<file path="src/verilog/calc_macros.svh">
// sizes assume a 16-bit sign-magnitude word, and the magnitude width must stay above 4 bits
`ifndef CALC_MACROS_SVH
`define CALC_MACROS_SVH

// full word, sign bit included
`define CALC_WORD_W 16

// magnitude field below the sign bit
`define CALC_MAG_W 15

// digit entry multiplies the operand by this before adding the new digit
`define CALC_TEN 10

`endif

</file>
<file path="src/verilog/calc_pkg.sv">
// shared types, sign-magnitude numbers only, and the op codes follow the keypad encoding
`include "calc_macros.svh"

package calc_pkg;

    // keypad operator codes
    typedef enum logic [2:0] {
        OP_NONE = 3'd0,
        OP_NEG  = 3'd1,
        OP_ADD  = 3'd2,
        OP_SUB  = 3'd3,
        OP_MUL  = 3'd4
    } op_t;

    // sign on top, magnitude below
    typedef struct packed {
        logic                   sign;
        logic [`CALC_MAG_W-1:0] mag;
    } sm_num_t;

    // purpose is 1 for a final result and 0 for a digit shift
    typedef struct packed {
        op_t     op;
        sm_num_t a;
        sm_num_t b;
        logic    purpose;
    } exec_req_t;

    typedef struct packed {
        sm_num_t value;
        logic    ovf;
        logic    purpose;
    } exec_rsp_t;

    typedef enum logic [2:0] {
        ENTER_A, SHIFT_A, ADD_DIGIT_A,
        ENTER_B, SHIFT_B, ADD_DIGIT_B,
        ISSUE, WAIT_RESULT
    } entry_state_t;

endpackage

</file>
<file path="src/verilog/calc_addsub.sv">
// sign-magnitude add or subtract, result one cycle after start, and a zero may keep a minus sign
`include "calc_macros.svh"

module calc_addsub (
    input  logic              clk,
    input  logic              nRST,
    input  logic              start,
    input  logic              sub,
    input  calc_pkg::sm_num_t a,
    input  calc_pkg::sm_num_t b,
    output logic              finish,
    output calc_pkg::sm_num_t sum,
    output logic              ovf
);

    logic                   b_sign;
    logic                   a_ge_b;
    logic [`CALC_WORD_W-1:0] mag_sum;
    calc_pkg::sm_num_t      res_d;

    // subtract is an add with b flipped
    assign b_sign  = b.sign ^ sub;
    assign a_ge_b  = (a.mag >= b.mag);
    assign mag_sum = {1'b0, a.mag} + {1'b0, b.mag};

    always_comb begin
        if (a.sign == b_sign) begin
            res_d.sign = a.sign;
            res_d.mag  = mag_sum[`CALC_MAG_W-1:0];
        end else if (a_ge_b) begin
            res_d.sign = a.sign;
            res_d.mag  = a.mag - b.mag;
        end else begin
            res_d.sign = b_sign;
            res_d.mag  = b.mag - a.mag;
        end
    end

    always_ff @(posedge clk or negedge nRST) begin
        if (!nRST) begin
            finish <= 1'b0;
        end else begin
            finish <= start;
        end
    end

    always_ff @(posedge clk) begin
        if (start) begin
            sum <= res_d;
            // carry out only possible when the signs agree
            ovf <= (a.sign == b_sign) && mag_sum[`CALC_MAG_W];
        end
    end

endmodule

</file>
<file path="src/verilog/calc_entry.sv">
// keys must be clean one-cycle pulses, and any input seen while ready is low is dropped
`include "calc_macros.svh"

module calc_entry (
    input  logic                clk,
    input  logic                nRST,
    input  logic [3:0]          key,
    input  logic                key_valid,
    input  calc_pkg::op_t       op_code,
    input  logic                op_valid,
    input  logic                equal,
    output logic                ready,
    output logic                req_start,
    output calc_pkg::exec_req_t req,
    input  logic                rsp_finish,
    input  calc_pkg::exec_rsp_t rsp
);

    calc_pkg::entry_state_t state;
    calc_pkg::sm_num_t      opnd_a;
    calc_pkg::sm_num_t      opnd_b;
    calc_pkg::op_t          pending_op;
    logic [3:0]             digit_q;
    logic [`CALC_MAG_W-1:0] digit_ext;
    logic                   digit_ok;
    logic                   arith_op;
    logic                   neg_op;

    // only decimal keys count
    assign digit_ok  = key_valid && (key <= 4'd9);
    assign arith_op  = op_valid && (op_code == calc_pkg::OP_ADD ||
                                    op_code == calc_pkg::OP_SUB ||
                                    op_code == calc_pkg::OP_MUL);
    assign neg_op    = op_valid && (op_code == calc_pkg::OP_NEG);
    assign digit_ext = {{(`CALC_MAG_W-4){1'b0}}, digit_q};
    assign ready     = (state == calc_pkg::ENTER_A) || (state == calc_pkg::ENTER_B);

    always_ff @(posedge clk or negedge nRST) begin
        if (!nRST) begin
            state      <= calc_pkg::ENTER_A;
            opnd_a     <= '0;
            opnd_b     <= '0;
            pending_op <= calc_pkg::OP_NONE;
            req_start  <= 1'b0;
        end else begin
            req_start <= 1'b0;
            case (state)
                calc_pkg::ENTER_A: begin
                    if (arith_op) begin
                        pending_op <= op_code;
                        state      <= calc_pkg::ENTER_B;
                    end else if (neg_op) begin
                        opnd_a.sign <= ~opnd_a.sign;
                    end else if (digit_ok) begin
                        req_start <= 1'b1;
                        state     <= calc_pkg::SHIFT_A;
                    end
                end
                calc_pkg::SHIFT_A: begin
                    if (rsp_finish) begin
                        opnd_a <= rsp.value;
                        state  <= calc_pkg::ADD_DIGIT_A;
                    end
                end
                calc_pkg::ADD_DIGIT_A: begin
                    // wraps modulo 2^15
                    opnd_a.mag <= opnd_a.mag + digit_ext;
                    state      <= calc_pkg::ENTER_A;
                end
                calc_pkg::ENTER_B: begin
                    if (equal) begin
                        req_start <= 1'b1;
                        state     <= calc_pkg::ISSUE;
                    end else if (arith_op) begin
                        pending_op <= op_code;
                    end else if (neg_op) begin
                        opnd_b.sign <= ~opnd_b.sign;
                    end else if (digit_ok) begin
                        req_start <= 1'b1;
                        state     <= calc_pkg::SHIFT_B;
                    end
                end
                calc_pkg::SHIFT_B: begin
                    if (rsp_finish) begin
                        opnd_b <= rsp.value;
                        state  <= calc_pkg::ADD_DIGIT_B;
                    end
                end
                calc_pkg::ADD_DIGIT_B: begin
                    opnd_b.mag <= opnd_b.mag + digit_ext;
                    state      <= calc_pkg::ENTER_B;
                end
                calc_pkg::ISSUE: state <= calc_pkg::WAIT_RESULT;
                calc_pkg::WAIT_RESULT: begin
                    // back to a clean slate once the result is out
                    if (rsp_finish) begin
                        opnd_a     <= '0;
                        opnd_b     <= '0;
                        pending_op <= calc_pkg::OP_NONE;
                        state      <= calc_pkg::ENTER_A;
                    end
                end
                default: state <= calc_pkg::ENTER_A;
            endcase
        end
    end

    // request payload, valid whenever req_start is high
    always_ff @(posedge clk) begin
        if (state == calc_pkg::ENTER_B && equal) begin
            req.op      <= pending_op;
            req.a       <= opnd_a;
            req.b       <= opnd_b;
            req.purpose <= 1'b1;
        end else if (ready && digit_ok) begin
            digit_q     <= key;
            req.op      <= calc_pkg::OP_MUL;
            req.a       <= (state == calc_pkg::ENTER_A) ? opnd_a : opnd_b;
            req.b.sign  <= 1'b0;
            req.b.mag   <= `CALC_MAG_W'(`CALC_TEN);
            req.purpose <= 1'b0;
        end
    end

endmodule

</file>
<file path="src/verilog/calc_execute.sv">
// one request in flight at a time, and a new start while a unit is busy restarts it
module calc_execute (
    input  logic                clk,
    input  logic                nRST,
    input  logic                req_start,
    input  calc_pkg::exec_req_t req,
    output logic                rsp_finish,
    output calc_pkg::exec_rsp_t rsp
);

    logic              add_start;
    logic              add_sub;
    logic              add_finish;
    calc_pkg::sm_num_t add_sum;
    logic              add_ovf;
    logic              mul_start;
    logic              mul_finish;
    calc_pkg::sm_num_t mul_product;
    logic              mul_ovf;
    logic              purpose_q;

    assign add_start = req_start && (req.op == calc_pkg::OP_ADD || req.op == calc_pkg::OP_SUB);
    assign add_sub   = (req.op == calc_pkg::OP_SUB);
    assign mul_start = req_start && (req.op == calc_pkg::OP_MUL);

    calc_addsub i_calc_addsub (
        .clk    (clk),
        .nRST   (nRST),
        .start  (add_start),
        .sub    (add_sub),
        .a      (req.a),
        .b      (req.b),
        .finish (add_finish),
        .sum    (add_sum),
        .ovf    (add_ovf)
    );

    calc_multiply i_calc_multiply (
        .clk     (clk),
        .nRST    (nRST),
        .start   (mul_start),
        .a       (req.a),
        .b       (req.b),
        .finish  (mul_finish),
        .product (mul_product),
        .ovf     (mul_ovf)
    );

    // remember what the outstanding request was for
    always_ff @(posedge clk or negedge nRST) begin
        if (!nRST) begin
            purpose_q <= 1'b0;
        end else if (req_start) begin
            purpose_q <= req.purpose;
        end
    end

    assign rsp_finish  = add_finish | mul_finish;
    assign rsp.value   = mul_finish ? mul_product : add_sum;
    assign rsp.ovf     = mul_finish ? mul_ovf : add_ovf;
    assign rsp.purpose = purpose_q;

endmodule

</file>
<file path="src/verilog/calc_multiply.sv">
// shift-add multiply, finish 16 cycles after start, and a start while busy restarts it
`include "calc_macros.svh"

module calc_multiply (
    input  logic              clk,
    input  logic              nRST,
    input  logic              start,
    input  calc_pkg::sm_num_t a,
    input  calc_pkg::sm_num_t b,
    output logic              finish,
    output calc_pkg::sm_num_t product,
    output logic              ovf
);

    localparam int CNT_W = $clog2(`CALC_MAG_W);

    logic [2*`CALC_MAG_W-1:0] acc;
    logic [2*`CALC_MAG_W-1:0] mcand;
    logic [`CALC_MAG_W-1:0]   mplier;
    logic                     sign_q;
    logic                     busy;
    logic [CNT_W-1:0]         cnt;

    always_ff @(posedge clk or negedge nRST) begin
        if (!nRST) begin
            busy   <= 1'b0;
            cnt    <= '0;
            finish <= 1'b0;
        end else begin
            finish <= 1'b0;
            if (start) begin
                busy <= 1'b1;
                cnt  <= '0;
            end else if (busy) begin
                cnt <= cnt + 1'b1;
                // last of the 15 iterations
                if (cnt == CNT_W'(`CALC_MAG_W - 1)) begin
                    busy   <= 1'b0;
                    finish <= 1'b1;
                end
            end
        end
    end

    always_ff @(posedge clk) begin
        if (start) begin
            acc    <= '0;
            mcand  <= {{`CALC_MAG_W{1'b0}}, a.mag};
            mplier <= b.mag;
            sign_q <= a.sign ^ b.sign;
        end else if (busy) begin
            if (mplier[0]) begin
                acc <= acc + mcand;
            end
            mcand  <= mcand << 1;
            mplier <= mplier >> 1;
        end
    end

    assign product.sign = sign_q;
    assign product.mag  = acc[`CALC_MAG_W-1:0];
    assign ovf          = |acc[2*`CALC_MAG_W-1:`CALC_MAG_W];

endmodule

</file>
<file path="src/verilog/calc_result.sv">
// display only follows final results, and digit-shift responses pass by untouched
`include "calc_macros.svh"

module calc_result (
    input  logic                clk,
    input  logic                nRST,
    input  logic                rsp_finish,
    input  calc_pkg::exec_rsp_t rsp,
    output calc_pkg::sm_num_t   display,
    output logic                overflow,
    output logic                complete
);

    logic final_rsp;
    logic mag_zero;

    assign final_rsp = rsp_finish && rsp.purpose;
    assign mag_zero  = (rsp.value.mag == {`CALC_MAG_W{1'b0}});

    always_ff @(posedge clk or negedge nRST) begin
        if (!nRST) begin
            display  <= '0;
            overflow <= 1'b0;
            complete <= 1'b0;
        end else begin
            complete <= 1'b0;
            if (final_rsp) begin
                // no negative zero on the display
                display.sign <= rsp.value.sign && !mag_zero;
                display.mag  <= rsp.value.mag;
                overflow     <= rsp.ovf;
                complete     <= 1'b1;
            end
        end
    end

endmodule

</file>
<file path="src/verilog/calc_top.sv">
// calculator top, inputs are one-cycle pulses honoured only while ready is high
module calc_top (
    input  logic              clk,
    input  logic              nRST,
    input  logic [3:0]        key,
    input  logic              key_valid,
    input  calc_pkg::op_t     op_code,
    input  logic              op_valid,
    input  logic              equal,
    output logic              ready,
    output calc_pkg::sm_num_t display,
    output logic              overflow,
    output logic              complete
);

    logic                req_start;
    calc_pkg::exec_req_t req;
    logic                rsp_finish;
    calc_pkg::exec_rsp_t rsp;

    calc_entry i_calc_entry (
        .clk        (clk),
        .nRST       (nRST),
        .key        (key),
        .key_valid  (key_valid),
        .op_code    (op_code),
        .op_valid   (op_valid),
        .equal      (equal),
        .ready      (ready),
        .req_start  (req_start),
        .req        (req),
        .rsp_finish (rsp_finish),
        .rsp        (rsp)
    );

    calc_execute i_calc_execute (
        .clk        (clk),
        .nRST       (nRST),
        .req_start  (req_start),
        .req        (req),
        .rsp_finish (rsp_finish),
        .rsp        (rsp)
    );

    calc_result i_calc_result (
        .clk        (clk),
        .nRST       (nRST),
        .rsp_finish (rsp_finish),
        .rsp        (rsp),
        .display    (display),
        .overflow   (overflow),
        .complete   (complete)
    );

endmodule
</file>
<file path="config.mk">
export PLATFORM = sky130hd
export DESIGN_NAME = calc_top
export DESIGN_NICKNAME = d
export VERILOG_FILES = /design/src/verilog/calc_pkg.sv /design/src/verilog/calc_addsub.sv /design/src/verilog/calc_entry.sv /design/src/verilog/calc_execute.sv /design/src/verilog/calc_multiply.sv /design/src/verilog/calc_result.sv /design/src/verilog/calc_top.sv
export VERILOG_INCLUDE_DIRS = /design/src /design/src/verilog
export SDC_FILE = /design/constraint.sdc
export NUM_CORES = 1
export LEC_CHECK = 0
export ABC_AREA = 1
export BUFFER_PORTS_ARGS = -buffer_cell sky130_fd_sc_hd__buf_2
export CAP_MARGIN = 5
export CORE_MARGIN = 4
export CORE_UTILIZATION = 45
export DETAILED_ROUTE_END_ITERATION = 10
export PLACE_DENSITY = 0.6
export REMOVE_ABC_BUFFERS = 1
export SLEW_MARGIN = 20
export SYNTH_ARGS = -nofsm -noshare
export SYNTH_HDL_FRONTEND = slang
export SYNTH_SLANG_ARGS = --single-unit
export TNS_END_PERCENT = 50
</file>
<file path="constraint.sdc">
create_clock -name clk -period 2.45 [get_ports clk]
set_input_delay 0.1225 -clock clk [delete_from_list [all_inputs] [get_ports clk]]
set_output_delay 0.1225 -clock clk [all_outputs]
set_load 0.01 [all_outputs]
</file>
==> results of run 1 <==
[stage by stage]
stage,setup TNS [ns],hold slack (ns),power (mW),cells
finish,0,0.08408,22.73,2551
global route,-0.02826,0.1305,24.88,2551
CTS,0,0.06584,22.52,2546
detailed placement,-0.1341,0.2130,19.28,2506
global placement,-0.2215,0.2103,19.15,2506
floorplan,-97.73,-0.1731,15.17,2006
[power breakdown]
group	total, mW	internal, mW	switching [mW]
sequential	5.99	5.06	0.928
combinational	13.6	4.63	8.98
clock	3.13	1.81	1.32
[Yosys cell counts, types with 17 or more instances]
cell type,n,share of area
o21ai_0,144,0.050
dfrtp_1,65,0.11
ha_1,88,0.077
nand4_1,21,0.0092
clkbuf_1,29,0.0076
o21ai_1,17,0.0059
a21oi_1,107,0.037
nor3_1,21,0.0073
nor2_1,154,0.040
inv_1,331,0.087
dfxtp_1,46,0.064
nand3_1,111,0.039
xor2_1,31,0.019
edfxtp_1,87,0.18
nand2_1,662,0.17
[worst reg2reg max path, cell delays in order, from the launching register on]
cell	delay (ns)
dfrtp_1	0.47
nand2_1	0.15
nor2_1	0.22
nand2_1	0.30
buf_4	0.30
o21ai_0	0.62
[state kept, by name (all words and copies together), names as in the netlist, 3 cells and up]
name                                   flops
i_calc_entry.req                          36
i_calc_execute.i_calc_multiply.acc        30
i_calc_execute.i_calc_multiply.mcand      30
i_calc_entry.opnd_a                       16
i_calc_entry.opnd_b                       16
i_calc_execute.i_calc_addsub.sum          16
i_calc_result.display                     16
i_calc_execute.i_calc_multiply.mplier     15
i_calc_entry.digit_q                       4
i_calc_execute.i_calc_multiply.cnt         4
i_calc_entry.pending_op                    3
i_calc_entry.state                         3
[what timing repair did]
item / CTS / global route
cloned: 0 / 1
pin swaps: 0 / 1
gates resized for setup: 3 / 20
hold buffers: 8 / 0
setup endpoints to repair: 3 / 18
buffers inserted: 0 / 3
hold endpoints to repair: 34 / 0
[area by class of cell]
cell class,count,area share
flip-flops and latches,198,0.3217
repair buffers,109,0.04993
clock inverters,10,0.01038
multi-input cells,1468,0.4765
diodes,1,0.0001560
well taps,402,0.03136
clock buffers,22,0.02965
inverters,341,0.08028
[logic make-up after synthesis]
kind of cell	after synthesis	synth area share
simple gates	1011	0.2943
buf+inv	398	0.1125
compound gates	324	0.1240
flops	198	0.3605
fa+ha+maj	94	0.08532
xor+xnor	38	0.02325
[per-layer routing]
metal / share of wire / GRT usage
met3: 0.057 / 0.04284
met5: 0.00029 / 0
met1: 0.45 / 0.3343
met4: 0.033 / 0.09044
met2: 0.46 / 0.4188
[path summary, 6_finish.rpt]
path / start / end / slack (ns)
setup reg to reg: i_calc_entry.state[0]$_DFFE_PN0P_ / i_calc_entry.req[26]$_DFFE_PP_ / 0.07
hold / removal: equal / i_calc_entry.opnd_b[15]$_DFFE_PN0P_ / 0.08
setup / recovery: i_calc_entry.state[0]$_DFFE_PN0P_ / i_calc_entry.req[26]$_DFFE_PP_ / 0.07
hold reg to reg: i_calc_entry.req[0]$_SDFFE_PP1P_ / i_calc_entry.req[0]$_SDFFE_PP1P_ / 0.45
min in group asynchronous: nRST / i_calc_entry.state[2]$_DFFE_PN0P_ / 0.26
max in group asynchronous: nRST / i_calc_entry.opnd_a[1]$_DFFE_PN0P_ / 1.42
==> impl_metrics.tcl, run 1 <==
set metrics [dict create \
    critical_path_arrival_ns 2.52 \
    cts_buffers 17 \
    skew_ns 0.01482 \
    p_leak_nw 8.326 \
    drc 0 \
    path_clk_slew_ns 0.07 \
    syn-mean-instance-area_um2 6.938 \
    finalMaxSlewViolations 0 \
    synth_seq_area_share 0.3605 \
    final_util 0.5096 \
    synth_seq_cells 198 \
    r2r_cells 5 \
    status "completed" \
    coreArea_um2 31470 \
    clock_sinks 198 \
    grt_max_degree 57 \
    io_pins 31 \
    dpl_worst_slack_ns -0.1303 \
    die_h_um 186.3 \
    cpPeakStageDelay_ns 0.61 \
    ir_drop_mv 0.9258 \
    max_slew_margin 0.4937 \
    place_congestion 0.9763 \
    rsz0062_at_grt "yes" \
    hold_path_class "input port to register" \
    avgViaCountPerCell 5.230 \
    crit_required_ns 2.59 \
    synth_edf_count 87 \
    antenna_found_initial 2 \
    hold_violations 0 \
    worst_slew_pin_slew_ns 0.7515 \
    grt_overflow 0 \
    grt_pass1_vias 12680 \
    area_delta_synth_final_pct 12.06 \
    clockRootBuffer "clkbuf_16" \
    multi_input_area_um2 7642 \
    regArea_um2 5160 \
    synth.distinct_cells 50 \
    path_depth 5 \
    final_cell_mix "nand2_1, inv_1, nor2_1" \
    chipWidth_um 186.3 \
    crit_type "register to register" \
    tritoncts "built" \
    fillCellCount 3153 \
    fmaxAchievable_mhz 420.0 \
    post-route-period-util 0.9718 \
    synth_area_um2 14310 \
    cap_violations 0 \
    critical_path.startpoint_type "register" \
    ys.flop_type "edfxtp_1" \
    layout_commonest_cell "nand2_1" \
    grt_usage 0.2522 \
    endpoint_kind "register" \
    initial_core_util 0.4547 \
    drt_iter0_markers 974 \
    worst_slack_ns 0.06914 \
    cts_max_level 4 \
    setup_viol 0 \
    dp_hpwl_mm 34.51 \
    worst-path-max-fanout 13 \
    die-area_um2 34720 \
    cp_top_family "simple AND/OR/NAND/NOR gates" \
    fin_crit_ns 2.381 \
    drt-total-wl_mm 44.35 \
    clock_latency_ns 0.45 \
    final_cell_area_um2 16040 \
    wl_per_cell_um 17.38 \
    yosysWarningCount 0 \
    syn_inst 2063 \
    cts.path.max_buffers 2 \
    crit_top_cell "nand2_1" \
    grt_first_pass_wirelength_mm 69.32 \
    critPathBufInv 1 \
    power_density_nw_per_um2 1417 \
    min_path_cells 4 \
    ant_nets 0 \
    first_pass_iters 6 \
    nets 2241 \
    crit_chain "nand2_1, nor2_1, nand2_1, buf_4, o21ai_0" \
    drive_gt1_frac 0.09358 \
    slowest_stage "o21ai_0" \
    core.rowCount 65 \
    synthArstFlopShare 0.3283 \
    vias 13340 \
    io_buffer_count 30 \
    place_area_um2 15190 \
]
Note: power is estimated with default switching activity, not from simulation.
==> inputs of run 2 (changes only) <==
--- a/config.mk
+++ b/config.mk
@@ -9,11 +9,14 @@
 export ABC_AREA = 1
 export BUFFER_PORTS_ARGS = -buffer_cell sky130_fd_sc_hd__buf_2
 export CAP_MARGIN = 5
+export CELL_PAD_IN_SITES_DETAIL_PLACEMENT = 1
+export CELL_PAD_IN_SITES_GLOBAL_PLACEMENT = 1
 export CORE_MARGIN = 4
-export CORE_UTILIZATION = 45
+export CORE_UTILIZATION = 42
 export DETAILED_ROUTE_END_ITERATION = 10
-export PLACE_DENSITY = 0.6
+export PLACE_DENSITY = 0.74
 export REMOVE_ABC_BUFFERS = 1
+export SKIP_LAST_GASP = 1
 export SLEW_MARGIN = 20
 export SYNTH_ARGS = -nofsm -noshare
 export SYNTH_HDL_FRONTEND = slang
==> impl_metrics.tcl, run 2 (same netlist as run 1, synthesis figures left out) <==
set metrics [dict create \
    avgViaCountPerCell 5.238 \
    cp_top_family "simple AND/OR/NAND/NOR gates" \
    drt-total-wl_mm 49.82 \
    die-area_um2 37090 \
    antenna_found_initial 0 \
    p_clk_frac 0.129 \
    fin_crit_ns 2.362 \
    nets 2247 \
    top_register "i_calc_entry.req" \
    post-route-period-util 0.9639 \
    path_depth 13 \
    core.rowCount 67 \
    drt_iter0_markers 853 \
    final_cell_mix "nand2_1, inv_1, nor2_1" \
    cts_buffers 17 \
    status "completed" \
    reg.largest.list "i_calc_entry.req x36, i_calc_execute.i_calc_multiply.acc x30, i_calc_execute.i_calc_multiply.mcand x30" \
    power_frac_seq 0.260 \
    drc 0 \
    power.total_mw 23.37 \
    ant_nets 0 \
    grt_max_degree 66 \
    sw_frac_of_total 0.5134 \
    worst_slack_ns 0.08848 \
    chipWidth_um 192.6 \
    largest_reg_flops 36 \
    slowest_stage "fa_1" \
    crit_start "i_calc_entry.req[17]$_DFFE_PP_" \
    timing.rr.end "i_calc_execute.i_calc_addsub.sum[14]$_DFFE_PP_" \
    area_delta_synth_final_pct 13.00 \
    diodes 0 \
    reg2reg_from "i_calc_entry.req[17]$_DFFE_PP_" \
    hold_path_class "input port to register" \
    finalMaxSlewViolations 0 \
    skew_ns 0.01806 \
    vias 13630 \
    cpPeakStageDelay_ns 0.42 \
    io_buffer_count 30 \
    worst-path-max-fanout 3 \
    critical_path_arrival_ns 2.56 \
    cts_max_level 4 \
    dpl_worst_slack_ns -0.03829 \
    setup_viol 0 \
    crit_chain "inv_1, ha_1, fa_1, inv_1, nand2_1, nand3_1, nand2_1, nand3_1, nand2_1, nand2_1, nand2_1, nand2_1, nand2_1" \
    io_pins 31 \
    netSwitchingPower_mw 12.00 \
    endpoint_kind "register" \
    r2r_slack_ns 0.09 \
    min_from "equal" \
    first_pass_iters 5 \
    place_congestion 0.9330 \
    cap_violations 0 \
    grt_overflow 0 \
    crit_type "register to register" \
    die_h_um 192.6 \
    clockRootBuffer "clkbuf_16" \
    fmaxAchievable_mhz 423.5 \
    clock_latency_ns 0.46 \
    r2r_cells 13 \
    cts.path.max_buffers 2 \
    power_density_nw_per_um2 1445 \
    tritoncts "built" \
    crit_path_end "i_calc_execute.i_calc_addsub.sum[14]$_DFFE_PP_" \
    grt_usage 0.2710 \
    multi_input_area_um2 7695 \
    final_util 0.4811 \
    path_clk_slew_ns 0.08 \
    grt_first_pass_wirelength_mm 77.50 \
    final_cells 2602 \
    dp_cells 2557 \
    grt_pass1_vias 13820 \
    initial_core_util 0.4258 \
    p_leak_nw 8.351 \
    fillCellCount 4396 \
    drive_gt1_frac 0.09656 \
    dp_hpwl_mm 39.51 \
    max_slew_margin 0.5619 \
    wl_per_cell_um 19.15 \
    hold_violations 0 \
    rsz0062_at_grt "yes" \
    crit_required_ns 2.65 \
    whs_ns 0.08219 \
    ir_drop_mv 0.8162 \
    critical_path.startpoint_type "register" \
    layout_commonest_cell "nand2_1" \
    worst_slew_pin_slew_ns 0.6564 \
    regArea_um2 5160 \
    intPower_mw 11.37 \
    clock_sinks 198 \
    coreArea_um2 33620 \
    pwr-share-comb 0.611 \
    crit_top_cell "nand2_1" \
    critPathBufInv 2 \
]
run 2: cell types whose count changed in the layout (fill, tap and decap cells not counted), moves of 2 or more:
cell | previous run | this run
ha_4 | 0 | 5
buf_4 | 68 | 72
ha_1 | 82 | 79
inv_8 | 0 | 3
nor2_2 | 9 | 6
buf_12 | 3 | 5
bufinv_16 | 4 | 2
ha_2 | 6 | 4
inv_6 | 2 | 4
nor2_4 | 2 | 4
run 2: metrics by stage:
step,setup TNS [ns],instance area [um2]
finish,0,16170
global route,-0.1808,16170
CTS,0,16020
detailed placement,-0.07611,15310
global placement,-0.02781,15310
floorplan,-97.73,13990
run 2: how the worst min path moves through the flow:
stage | endpoint | slack (ns) | cells past startpoint
3_3_place_gp | i_calc_entry.state[1]$_DFFE_PN0P_ | 0.18 | 2
4_1_cts | i_calc_entry.req[0]$_SDFFE_PP1P_ | 0.07 | 6
5_1_grt | i_calc_entry.opnd_b[15]$_DFFE_PN0P_ | 0.10 | 4
2_1_floorplan | i_calc_entry.opnd_a[0]$_DFFE_PN0P_ | -0.17 | 0
6_report | i_calc_entry.opnd_b[15]$_DFFE_PN0P_ | 0.08 | 4
3_5_place_dp | i_calc_entry.state[1]$_DFFE_PN0P_ | 0.18 | 2
run 2: repair_timing:
| item | 4_1_cts | 5_1_grt |
|---|---|---|
| endpoints found under the hold margin | 72 | 0 |
| gates cloned | 0 | 1 |
| hold buffers | 8 | 0 |
| pin swaps | 1 | 1 |
| endpoints found under the setup margin | 11 | 22 |
| setup buffers | 2 | 2 |
| gates resized for setup | 1 | 28 |
run 2: per-layer routing:
metal	GRT usage	up-vias	wire (um)
met4	0.05732	0	836
met2	0.4758	189	24600
met1	0.3629	6686	23220
li1	-	6710	-
met5	0	-	0
met3	0.02750	43	1159
run 2: power by group through the flow:
stage / sequential (mW) / clock (mW) / combinational [mW]
after global placement: 6.08 / 0 / 13.5
after floorplan: 5.87 / 0 / 9.30
after CTS: 6.08 / 3.07 / 14.1
after global routing: 6.23 / 3.21 / 16.1
after detailed placement: 6.14 / 0 / 13.9
final: 6.07 / 3.01 / 14.3
run 2: layout make-up:
| class | instances | share of cell area |
|---|---|---|
| clock inverter | 13 | 0.01029 |
| multi-input combinational | 1468 | 0.4758 |
| tap | 448 | 0.03466 |
| inverter | 341 | 0.07961 |
| sequential | 198 | 0.3190 |
| timing repair buffer | 115 | 0.05384 |
| clock buffer | 19 | 0.02677 |
run 2: worst register-to-register path: stages, from the launching register on:
cell and delay (ns):
edfxtp_1 0.38, inv_1 0.14, ha_1 0.23, fa_1 0.42
inv_1 0.10, nand2_1 0.06, nand3_1 0.24, nand2_1 0.12
nand3_1 0.10, nand2_1 0.06, nand2_1 0.06, nand2_1 0.06
nand2_1 0.07, nand2_1 0.07
